==> src/source/muldiv_pkg.sv <==
/*
 * Shared definitions of the multiply/divide unit: widths, operation codes,
 * and the request, command, raw result and response structs
 */

package muldiv_pkg;

	// --------------------------------------------------------------------
	// Widths and sizes
	localparam int XLEN          = 32;
	localparam int W_CTR         = $clog2(XLEN + 1);
	localparam int MULDIV_UNROLL = 1;
	localparam int QUEUE_DEPTH   = 4;
	localparam int W_TAG         = 4;

	// Iteration counter start value and step
	localparam logic [W_CTR-1:0] CTR_TOP  = W_CTR'(XLEN);
	localparam logic [W_CTR-1:0] CTR_STEP = W_CTR'(MULDIV_UNROLL);

	// Command queue pointer and occupancy widths, depth is a power of two
	localparam int W_QPTR = $clog2(QUEUE_DEPTH);
	localparam int W_QCNT = $clog2(QUEUE_DEPTH + 1);
	localparam logic [W_QCNT-1:0] QCNT_FULL = W_QCNT'(QUEUE_DEPTH);

	// --------------------------------------------------------------------
	// Operations in funct3 order, bit 2 marks a divide
	typedef enum logic [2:0] {
		OP_MUL    = 3'd0,
		OP_MULH   = 3'd1,
		OP_MULHSU = 3'd2,
		OP_MULHU  = 3'd3,
		OP_DIV    = 3'd4,
		OP_DIVU   = 3'd5,
		OP_REM    = 3'd6,
		OP_REMU   = 3'd7
	} muldiv_op_e;

	// Request from the core
	typedef struct packed {
		muldiv_op_e        op;
		logic [XLEN-1:0]   a;
		logic [XLEN-1:0]   b;
		logic [W_TAG-1:0]  tag;
	} muldiv_req_t;

	// Decoded command, sign and half controls already worked out
	typedef struct packed {
		muldiv_op_e        op;
		logic [XLEN-1:0]   a;
		logic [XLEN-1:0]   b;
		logic [W_TAG-1:0]  tag;
		logic              is_div;
		logic              a_signed;
		logic              b_signed;
		logic              take_high;
	} muldiv_cmd_t;

	// Response back to the core
	typedef struct packed {
		logic [XLEN-1:0]   result;
		logic [W_TAG-1:0]  tag;
	} muldiv_resp_t;

	// Full engine result before half selection
	typedef struct packed {
		logic [XLEN-1:0]   hi;
		logic [XLEN-1:0]   lo;
		muldiv_op_e        op;
		logic [W_TAG-1:0]  tag;
		logic              div_by_zero;
	} muldiv_raw_t;

endpackage

==> src/source/muldiv_engine.sv <==
/*
 * Sequential unsigned multiply/divide engine, one bit per clock,
 * with operand sign removal before and sign restore after the iterations
 */

module muldiv_engine (
	input  logic                     clk,
	input  logic                     rst_n,
	input  logic                     flush,
	input  logic                     cmd_valid,
	input  muldiv_pkg::muldiv_cmd_t  cmd,
	output logic                     cmd_ready,
	output logic                     raw_valid,
	output muldiv_pkg::muldiv_raw_t  raw,
	input  logic                     raw_ready
);

	localparam int XLEN = muldiv_pkg::XLEN;

	// Control state
	logic                          busy;
	logic                          preadj_done;
	logic                          postadj_done;
	logic                          postadj_carry;
	logic                          prenegate_b;
	logic                          a_neg_r;
	logic                          b_neg_r;
	logic [muldiv_pkg::W_CTR-1:0]  ctr;

	// Operation payload
	logic [2*XLEN-1:0]             accum;
	logic [XLEN-1:0]               b_r;
	muldiv_pkg::muldiv_op_e        op_r;
	logic [muldiv_pkg::W_TAG-1:0]  tag_r;
	logic                          is_div_r;
	logic                          a_signed_r;
	logic                          b_signed_r;
	logic                          take_high_r;
	logic                          dbz_r;

	// Datapath
	logic [XLEN-1:0]               b_adj;
	logic [2*XLEN-1:0]             accum_iter;
	logic [2*XLEN-1:0]             addend;
	logic [2*XLEN-1:0]             shifted;
	logic [2*XLEN-1:0]             trial;
	logic [XLEN-1:0]               neg_lo;
	logic                          neg_l_carry;
	logic [XLEN-1:0]               hi_fix;
	logic [2*XLEN-1:0]             accum_d;

	// Sequencing
	logic a_neg;
	logic b_neg;
	logic signs_differ;
	logic preadj_phase;
	logic preadj_adjust;
	logic do_postadj;
	logic iter_en;
	logic accum_neg_l;
	logic accum_inv_h;
	logic accum_incr_h;
	logic post_adjust;

	// --------------------------------------------------------------------
	// Sign decode

	// A zero divisor keeps a unnegated, so hi ends up holding the dividend
	assign a_neg = a_signed_r && accum[XLEN-1] && !dbz_r;
	assign b_neg = b_signed_r && b_r[XLEN-1];
	assign signs_differ = a_neg_r ^ b_neg_r;

	// Multiply adds |b|, divide adds -|b| as a trial subtract
	assign b_adj = prenegate_b ? -b_r : b_r;

	assign preadj_phase  = busy && !preadj_done;
	assign preadj_adjust = a_neg || (b_neg ^ is_div_r);
	assign do_postadj    = busy && preadj_done && ctr == '0 && !postadj_done;

	// Low half negation: |a| before, product or quotient sign after
	// Remainder-only ops leave the quotient alone
	assign accum_neg_l = (preadj_phase && a_neg) ||
		(do_postadj && !postadj_carry && signs_differ && !(is_div_r && take_high_r));

	// High half fix only matters when the upper half is returned
	// Remainder is negated in one go, product high half is inverted then incremented
	assign accum_inv_h  = do_postadj && take_high_r && !postadj_carry &&
		(is_div_r ? a_neg_r : signs_differ);
	assign accum_incr_h = do_postadj && take_high_r && (is_div_r ? a_neg_r : postadj_carry);

	assign post_adjust = accum_neg_l || accum_inv_h || accum_incr_h;
	assign iter_en = preadj_phase ? !preadj_adjust : (busy && ctr != '0);

	// --------------------------------------------------------------------
	// Arithmetic

	always_comb begin
		accum_iter = accum;
		addend     = '0;
		shifted    = '0;
		trial      = '0;
		for (int i = 0; i < muldiv_pkg::MULDIV_UNROLL; i++) begin
			// Top bit sign-extends the negative divisor
			addend  = {is_div_r && |b_adj, b_adj, {(XLEN-1){1'b0}}};
			shifted = is_div_r ? accum_iter : accum_iter >> 1;
			trial   = shifted + addend;
			if (is_div_r)
				accum_iter = {(trial[2*XLEN-1] ? shifted[2*XLEN-2:0] : trial[2*XLEN-2:0]),
					!trial[2*XLEN-1]};
			else
				accum_iter = accum_iter[0] ? trial : shifted;
		end
	end

	assign {neg_l_carry, neg_lo} = {1'b0, ~accum[XLEN-1:0]} + {{XLEN{1'b0}}, 1'b1};
	assign hi_fix = (accum[2*XLEN-1:XLEN] ^ {XLEN{accum_inv_h}}) +
		{{(XLEN-1){1'b0}}, accum_incr_h};

	always_comb begin
		accum_d = accum;
		if (iter_en)
			accum_d = accum_iter;
		if (accum_neg_l)
			accum_d[XLEN-1:0] = neg_lo;
		if (accum_inv_h || accum_incr_h)
			accum_d[2*XLEN-1:XLEN] = hi_fix;
	end

	// --------------------------------------------------------------------
	// Handshakes

	assign cmd_ready = !busy;
	assign raw_valid = busy && preadj_done && ctr == '0 && !post_adjust;
	assign raw = '{hi: accum[2*XLEN-1:XLEN], lo: accum[XLEN-1:0], op: op_r, tag: tag_r,
		div_by_zero: dbz_r};

	// Sequencer: load, pre-adjust, iterate, post-adjust, wait for writeback
	always_ff @(posedge clk or negedge rst_n) begin
		if (!rst_n) begin
			busy          <= 1'b0;
			ctr           <= '0;
			preadj_done   <= 1'b1;
			postadj_done  <= 1'b1;
			postadj_carry <= 1'b0;
			prenegate_b   <= 1'b0;
			a_neg_r       <= 1'b0;
			b_neg_r       <= 1'b0;
		end else if (flush) begin
			busy          <= 1'b0;
			ctr           <= '0;
			preadj_done   <= 1'b1;
			postadj_done  <= 1'b1;
			postadj_carry <= 1'b0;
		end else if (cmd_valid && cmd_ready) begin
			busy          <= 1'b1;
			ctr           <= muldiv_pkg::CTR_TOP;
			preadj_done   <= 1'b0;
			postadj_done  <= 1'b0;
			postadj_carry <= 1'b0;
			prenegate_b   <= 1'b0;
		end else if (raw_valid && raw_ready) begin
			busy <= 1'b0;
		end else if (preadj_phase) begin
			a_neg_r     <= a_neg;
			b_neg_r     <= b_neg;
			preadj_done <= 1'b1;
			prenegate_b <= b_neg ^ is_div_r;
			// Nothing to adjust, so this cycle is the first iteration
			if (!preadj_adjust)
				ctr <= ctr - muldiv_pkg::CTR_STEP;
		end else if (ctr != '0) begin
			ctr <= ctr - muldiv_pkg::CTR_STEP;
		end else if (post_adjust) begin
			// Low half negation of a product may carry into the high half
			postadj_carry <= accum_neg_l && !is_div_r && take_high_r && neg_l_carry;
			postadj_done  <= !(accum_neg_l && !is_div_r && take_high_r && neg_l_carry);
		end
	end

	// Operand capture and accumulator update
	always_ff @(posedge clk) begin
		if (cmd_valid && cmd_ready) begin
			accum       <= {{XLEN{1'b0}}, cmd.a};
			b_r         <= cmd.b;
			op_r        <= cmd.op;
			tag_r       <= cmd.tag;
			is_div_r    <= cmd.is_div;
			a_signed_r  <= cmd.a_signed;
			b_signed_r  <= cmd.b_signed;
			take_high_r <= cmd.take_high;
			dbz_r       <= cmd.is_div && cmd.b == '0;
		end else if (busy) begin
			accum <= accum_d;
		end
	end

endmodule

==> src/source/muldiv_issue.sv <==
/*
 * Issue stage: decodes a request into an engine command and holds it
 * in a single pipeline register
 */

module muldiv_issue (
	input  logic                     clk,
	input  logic                     rst_n,
	input  logic                     flush,
	input  logic                     req_valid,
	input  muldiv_pkg::muldiv_req_t  req,
	output logic                     req_ready,
	output logic                     cmd_valid,
	output muldiv_pkg::muldiv_cmd_t  cmd,
	input  logic                     cmd_ready
);

	logic                    ready_en;
	muldiv_pkg::muldiv_cmd_t cmd_d;

	// Operation decode, done once here for every later stage
	always_comb begin
		cmd_d.op        = req.op;
		cmd_d.a         = req.a;
		cmd_d.b         = req.b;
		cmd_d.tag       = req.tag;
		cmd_d.is_div    = req.op[2];
		cmd_d.a_signed  = req.op inside {muldiv_pkg::OP_MULH, muldiv_pkg::OP_MULHSU,
			muldiv_pkg::OP_DIV, muldiv_pkg::OP_REM};
		cmd_d.b_signed  = req.op inside {muldiv_pkg::OP_MULH, muldiv_pkg::OP_DIV,
			muldiv_pkg::OP_REM};
		// Upper half holds mulh* products and rem* remainders
		cmd_d.take_high = !(req.op inside {muldiv_pkg::OP_MUL, muldiv_pkg::OP_DIV,
			muldiv_pkg::OP_DIVU});
	end

	// Accept when the register is empty or drains this cycle, never during flush
	assign req_ready = ready_en && !flush && (!cmd_valid || cmd_ready);

	// Ready stays low until the first edge after reset
	always_ff @(posedge clk or negedge rst_n) begin
		if (!rst_n) begin
			ready_en  <= 1'b0;
			cmd_valid <= 1'b0;
		end else begin
			ready_en <= 1'b1;
			if (flush)
				cmd_valid <= 1'b0;
			else if (req_valid && req_ready)
				cmd_valid <= 1'b1;
			else if (cmd_ready)
				cmd_valid <= 1'b0;
		end
	end

	// Command payload
	always_ff @(posedge clk) begin
		if (req_valid && req_ready)
			cmd <= cmd_d;
	end

endmodule

==> src/source/muldiv_queue.sv <==
/*
 * Command queue: circular FIFO of decoded commands between issue
 * and the engine, emptied by flush
 */

module muldiv_queue (
	input  logic                     clk,
	input  logic                     rst_n,
	input  logic                     flush,
	input  logic                     in_valid,
	input  muldiv_pkg::muldiv_cmd_t  in_cmd,
	output logic                     in_ready,
	output logic                     out_valid,
	output muldiv_pkg::muldiv_cmd_t  out_cmd,
	input  logic                     out_ready
);

	muldiv_pkg::muldiv_cmd_t          mem [muldiv_pkg::QUEUE_DEPTH];
	logic [muldiv_pkg::W_QPTR-1:0]    wr_ptr;
	logic [muldiv_pkg::W_QPTR-1:0]    rd_ptr;
	logic [muldiv_pkg::W_QCNT-1:0]    count;
	logic                             push;
	logic                             pop;

	// Full and empty straight from the occupancy count
	assign in_ready  = count != muldiv_pkg::QCNT_FULL;
	assign out_valid = count != '0;
	assign out_cmd   = mem[rd_ptr];

	assign push = in_valid && in_ready;
	assign pop  = out_valid && out_ready;

	// --------------------------------------------------------------------
	// Pointers and count, pointers wrap naturally at the depth
	always_ff @(posedge clk or negedge rst_n) begin
		if (!rst_n) begin
			wr_ptr <= '0;
			rd_ptr <= '0;
			count  <= '0;
		end else if (flush) begin
			wr_ptr <= '0;
			rd_ptr <= '0;
			count  <= '0;
		end else begin
			if (push)
				wr_ptr <= wr_ptr + 1'b1;
			if (pop)
				rd_ptr <= rd_ptr + 1'b1;
			// Simultaneous push and pop leaves the count alone
			if (push && !pop)
				count <= count + 1'b1;
			else if (pop && !push)
				count <= count - 1'b1;
		end
	end

	// Storage
	always_ff @(posedge clk) begin
		if (push)
			mem[wr_ptr] <= in_cmd;
	end

endmodule

==> src/source/muldiv_top.sv <==
/*
 * Multiply/divide unit top level
 * Issue, command queue, engine and writeback in a valid/ready chain
 */

module muldiv_top (
	input  logic                      clk,
	input  logic                      rst_n,
	input  logic                      flush,
	input  logic                      req_valid,
	input  muldiv_pkg::muldiv_req_t   req,
	output logic                      req_ready,
	output logic                      resp_valid,
	output muldiv_pkg::muldiv_resp_t  resp,
	input  logic                      resp_ready
);

	// Issue to queue
	logic                     iss_valid;
	logic                     iss_ready;
	muldiv_pkg::muldiv_cmd_t  iss_cmd;

	// Queue to engine
	logic                     eng_valid;
	logic                     eng_ready;
	muldiv_pkg::muldiv_cmd_t  eng_cmd;

	// Engine to writeback
	logic                     raw_valid;
	logic                     raw_ready;
	muldiv_pkg::muldiv_raw_t  raw;

	muldiv_issue u_issue (
		.clk       (clk),
		.rst_n     (rst_n),
		.flush     (flush),
		.req_valid (req_valid),
		.req       (req),
		.req_ready (req_ready),
		.cmd_valid (iss_valid),
		.cmd       (iss_cmd),
		.cmd_ready (iss_ready)
	);

	muldiv_queue u_queue (
		.clk       (clk),
		.rst_n     (rst_n),
		.flush     (flush),
		.in_valid  (iss_valid),
		.in_cmd    (iss_cmd),
		.in_ready  (iss_ready),
		.out_valid (eng_valid),
		.out_cmd   (eng_cmd),
		.out_ready (eng_ready)
	);

	muldiv_engine u_engine (
		.clk       (clk),
		.rst_n     (rst_n),
		.flush     (flush),
		.cmd_valid (eng_valid),
		.cmd       (eng_cmd),
		.cmd_ready (eng_ready),
		.raw_valid (raw_valid),
		.raw       (raw),
		.raw_ready (raw_ready)
	);

	muldiv_writeback u_writeback (
		.clk        (clk),
		.rst_n      (rst_n),
		.flush      (flush),
		.raw_valid  (raw_valid),
		.raw        (raw),
		.raw_ready  (raw_ready),
		.resp_valid (resp_valid),
		.resp       (resp),
		.resp_ready (resp_ready)
	);

endmodule

==> src/source/muldiv_writeback.sv <==
/*
 * Writeback: selects the result half, applies the divide-by-zero rule
 * and holds the response until the core takes it
 */

module muldiv_writeback (
	input  logic                      clk,
	input  logic                      rst_n,
	input  logic                      flush,
	input  logic                      raw_valid,
	input  muldiv_pkg::muldiv_raw_t   raw,
	output logic                      raw_ready,
	output logic                      resp_valid,
	output muldiv_pkg::muldiv_resp_t  resp,
	input  logic                      resp_ready
);

	logic                        take_low;
	logic [muldiv_pkg::XLEN-1:0] result_d;

	// --------------------------------------------------------------------
	// Result selection

	always_comb begin
		// mul, div and divu return the low half
		take_low = raw.op inside {muldiv_pkg::OP_MUL, muldiv_pkg::OP_DIV, muldiv_pkg::OP_DIVU};
		result_d = take_low ? raw.lo : raw.hi;
		// Zero divisor gives an all-ones quotient
		// Remainder already holds the dividend in hi
		if (raw.div_by_zero && take_low)
			result_d = '1;
	end

	// Register is free when empty or being taken this cycle
	assign raw_ready = !resp_valid || resp_ready;

	always_ff @(posedge clk or negedge rst_n) begin
		if (!rst_n)
			resp_valid <= 1'b0;
		else if (flush)
			resp_valid <= 1'b0;
		else if (raw_valid && raw_ready)
			resp_valid <= 1'b1;
		else if (resp_ready)
			resp_valid <= 1'b0;
	end

	// Response payload, stable while waiting on the core
	always_ff @(posedge clk) begin
		if (raw_valid && raw_ready) begin
			resp.result <= result_d;
			resp.tag    <= raw.tag;
		end
	end

endmodule

==> config.mk <==
export PLATFORM = sky130hd
export DESIGN_NAME = muldiv_top
export DESIGN_NICKNAME = d
export VERILOG_FILES = /design/src/source/muldiv_pkg.sv /design/src/source/muldiv_engine.sv /design/src/source/muldiv_issue.sv /design/src/source/muldiv_queue.sv /design/src/source/muldiv_top.sv /design/src/source/muldiv_writeback.sv
export SDC_FILE = /design/constraint.sdc
export NUM_CORES = 1
export LEC_CHECK = 0
export ABC_CLOCK_PERIOD_IN_PS = 5040
export BUFFER_PORTS_ARGS = -buffer_cell sky130_fd_sc_hd__buf_2
export CAP_MARGIN = 20
export CORE_ASPECT_RATIO = 1.5
export CORE_UTILIZATION = 58
export CTS_BUF_LIST = sky130_fd_sc_hd__clkbuf_4 sky130_fd_sc_hd__clkbuf_8
export DETAILED_ROUTE_END_ITERATION = 8
export MAX_ROUTING_LAYER = met4
export PLACE_DENSITY = 0.77
export SYNTH_ARGS = -nofsm -noshare
export SYNTH_HDL_FRONTEND = slang
export SYNTH_SLANG_ARGS = --single-unit
export TNS_END_PERCENT = 5
==> constraint.sdc <==
create_clock -name clk -period 5.04 [get_ports clk]
set_input_delay 1.26 -clock clk [delete_from_list [all_inputs] [get_ports clk]]
set_output_delay 1.26 -clock clk [all_outputs]
set_load 0.005 [all_outputs]
==> flow_summary.toml <==
[worst_setup_path]
r2r_setup_slack_ns = 0.13
path_cells = "or4_4 > or4_4 > o41ai_4 > xnor2_2 > ha_1 > buf_6 > a21oi_2 > nor2b_1 > o21ai_1 > a31oi_1 > a211oi_2 > o21a_2 > nor4_4 > nor4_4 > buf_4 > buf_12 > mux2_2 > a21oi_2 > o22ai_1"
critPathLaunchType = "flip-flop"
cp-startpoint = "u_engine.b_r[18]"
cp.required_ns = 5.52
r2r_end = "u_engine.accum[42]"
crit_arrival_ns = 5.39
reg2reg_depth = 19
worstSetupPathType = "flip-flop to flip-flop"
worst-path-max-fanout = 11
end_kind = "flip-flop"
r2r_start = "u_engine.b_r[18]"
worst_path_max_delay_cell = "or4_4"
slowest_delay_ns = 0.57

[floorplan]
io_pins = 114
initial_core_util_pct = 58.9
die_area_um2 = 46500
die_h_um = 264
coreArea_um2 = 44900
rows = 95
die_x_um = 176

[worst_hold_path]
min_path_cells = 0
hold_class = "flip-flop to flip-flop"
hold_start = "u_engine.tag_r[0]"
hold_end = "u_writeback.resp[0]"

[synth]
synth_top_cell_area_share_pct = 54.6
synth-seq-cells = 536
yosysWarnings = 0
yosysUniqueCellTypes = 81
syn_avg_cell_area_um2 = 12.7
yosysSeqAreaShare_pct = 59.2
yosys.area.top_type = "edfxtp_1"
syn_nets = 2205
syn_inst = 2085
synthArstFlopShare_pct = 4.29
synth_ff_type = "edfxtp_1"
syn-cell-area_um2 = 26400
yosys-top-cells-area = "edfxtp_1 55%, mux4_2 6.3%, a21oi_1 3.1%"
synth_edf_count = 481

[drt]
routedWlPerCell_um = 23.2
first_pass_iters = 6
drc_errors = 0
wirelength_um = 67600
drtIter0Drc = 1743
viasPerCell = 6.37
antenna_left = 0
dr_total_vias = 18500

[run_status]
status = "completed"

[clock_tree]
clock_sinks = 536
cts.reportedPaths.clkPinSlew_ns = 0.07
insertion_delay_ns = 0.67
tritoncts = "done"
clk_path_buf_depth = 3
h-tree-depth = 3
cts_root_buf = "clkbuf_8"
cts_buffers = 76

[pwr]
power.density_nw_per_um2 = 653
finalPower_mw = 19.7
p_leak_nw = 10.6
irDropWorstVdd_uv = 492

[sta]
rsz0062_at_grt = "yes"
worstMarginPinSlew_ns = 1.11
hold_viol_final = 0
layout_setup_ws_ns = 0.129
finalCritPeriodShare_pct = 97.4
period_needed_ns = 4.91
fmaxAchievable_ghz = 0.204
finalSetupViolations = 0
tns_ns = 0
relSlewSlack_pct = 25.4
finalClockSkew_ns = 0.0583
final_max_slew_viol_count = 0

[global_route]
gr-total-overflow = 0
grt_pass1_vias = 18200
grt_pass1_wl_um = 103000
grt_max_degree = 76
antenna_found_initial = 1
grt_usage_pct = 30.2

[cells_and_area]
fin_nets = 2387
drive_gt1_share_pct = 23.9
area_delta_synth_final_pct = 14.0

[placement]
place_congestion = 0.940
hpwlAfterDp_um = 46900
dp_slack_ns = -0.153
port_buffers = 113

[run]
drv_cap = 0
-- metrics by stage --
step	cell area (um2)	util, %	std cells	hold slack (ns)
floorplan	26500	-	2085	0.400
global placement	28200	62.9	2755	0.409
detailed placement	28300	62.9	2756	0.407
CTS	29900	66.5	2896	0.437
global route	30100	67.1	2910	0.467
finish	30100	67.1	2910	0.430
-- how the worst max path moves through the flow --
stage / slack (ns) / cells after the start / end
after floorplan: 0.01 / 21 / u_engine.accum[47]
after global placement: -0.08 / 17 / u_engine.accum[52]
after global routing: -0.07 / 21 / u_engine.accum[42]
final: 0.13 / 19 / u_engine.accum[42]
after detailed placement: -0.15 / 18 / u_engine.accum[52]
after CTS: 0.02 / 19 / u_engine.accum[42]
-- power by group --
group          switching [mW]  total (mW)  internal (mW)
logic                    5.56        9.48           3.92
clock network            1.65        3.49           1.84
registers               0.885        6.69           5.81
-- worst max-delay path: cells and delay by family, from the launching register on --
family | cells | cell delay, ns
DFF | 1 | 0.38
AOI/OAI and AO/OA | 8 | 1.63
muxes | 1 | 0.35
and+or+nand+nor | 5 | 1.48
xor gates and xnor gates | 1 | 0.18
adders and majority gates | 1 | 0.29
buffers and inverters | 3 | 0.48
-- cell type report --
class / count / area, um2
sequential: 536 / 15700
fill: 3196 / 14800
multi-input combinational: 1362 / 10400
timing repair buffer: 251 / 1660
clock buffer: 107 / 1300
tap: 582 / 728
clock inverter: 31 / 265
inverter: 40 / 150
antenna: 1 / 2.50
-- flip-flops by register name, indices dropped and copies added (netlist names), 3 cells and up --
signal and flops:
u_engine.accum 64, u_engine.b_r 32, u_engine.ctr 6, u_engine.tag_r 4, u_issue.cmd 74, u_queue.count 3, u_queue.mem 296, u_writeback.resp 36
-- Yosys cell counts (6+ instances only) --
library cell / number
a211o_1: 7
a211oi_1: 24
a21o_1: 24
a21oi_1: 163
a221oi_1: 12
a31oi_1: 16
and2_1: 9
and3_1: 11
buf_1: 16
clkbuf_1: 125
dfrtp_1: 21
dfxtp_1: 32
edfxtp_1: 481
ha_1: 42
inv_1: 39
mux2_2: 39
mux2i_1: 66
mux4_2: 74
nand2_1: 110
nand2b_1: 15
nand3_1: 33
nand4_1: 13
nor2_1: 166
nor2b_1: 15
nor3_1: 39
nor4_1: 27
o211ai_1: 16
o21a_1: 7
o21ai_0: 130
o221ai_1: 6
o22ai_1: 23
o31ai_1: 19
o41ai_1: 10
or2_2: 14
or3_1: 22
or4_1: 14
xnor2_1: 68
xor2_1: 38
-- repair_timing --
action | 4_1_cts | 5_1_grt
gates resized for setup | 2 | 34
pin swaps | 1 | 26
buffers inserted | 2 | 13
hold buffers | 0 | 0
setup endpoints to repair | 20 | 33
-- cells in the final DEF (no fill, tap or decap), types with 7 or more instances in the layout --
master,synthesis,layout
o21ai_0,130,128
a21o_1,24,24
nand3_1,33,32
o22ai_1,23,23
a211o_1,7,7
o31ai_1,19,15
clkbuf_8,0,79
mux2i_1,66,66
or2_2,14,13
a221oi_1,12,11
xnor2_1,68,67
edfxtp_1,481,481
xor2_1,38,37
ha_1,42,40
nand2b_1,15,15
dfrtp_1,21,19
nor4_1,27,24
nand2_1,110,109
buf_4,3,132
dfxtp_1,32,32
nand4_1,13,13
clkinv_1,1,16
or3_1,22,22
clkbuf_4,0,28
or4_1,14,13
buf_2,1,113
a21oi_1,163,158
a211oi_1,24,20
o211ai_1,16,16
mux4_2,74,74
nor3_1,39,35
nor2_1,166,166
a31oi_1,16,16
and3_1,11,11
mux2_2,39,39
inv_1,39,37
nor2b_1,15,13
-- layer usage --
metal / up-vias / global-route usage [%] / wire length (um) / part of all wire (%)
met2: 804 / 49.0 / 33800 / 50
met3: 201 / 4.23 / 3690 / 5.5
met4: 0 / 15.1 / 3620 / 5.4
met1: 9085 / 37.0 / 26400 / 39
li1: 8438 / - / - / -
met5: - / - / 0 / 0
-- kinds of logic (layout without fill, tap and decap cells) --
logic type | after synthesis | after routing | synth area share (%)
XOR/XNOR | 108 | 108 | 3.68
multiplexers | 179 | 179 | 10.5
other | 1 | 2 | 0.0142
flip-flops | 536 | 536 | 59.2
AND/OR/NAND/NOR | 513 | 513 | 9.56
adder cells (fa/ha/maj) | 44 | 44 | 2.14
AO/OA/AOI/OAI | 517 | 517 | 12.2
buffers and inverters | 187 | 429 | 2.73
Note: power is estimated with default switching activity, not from simulation.
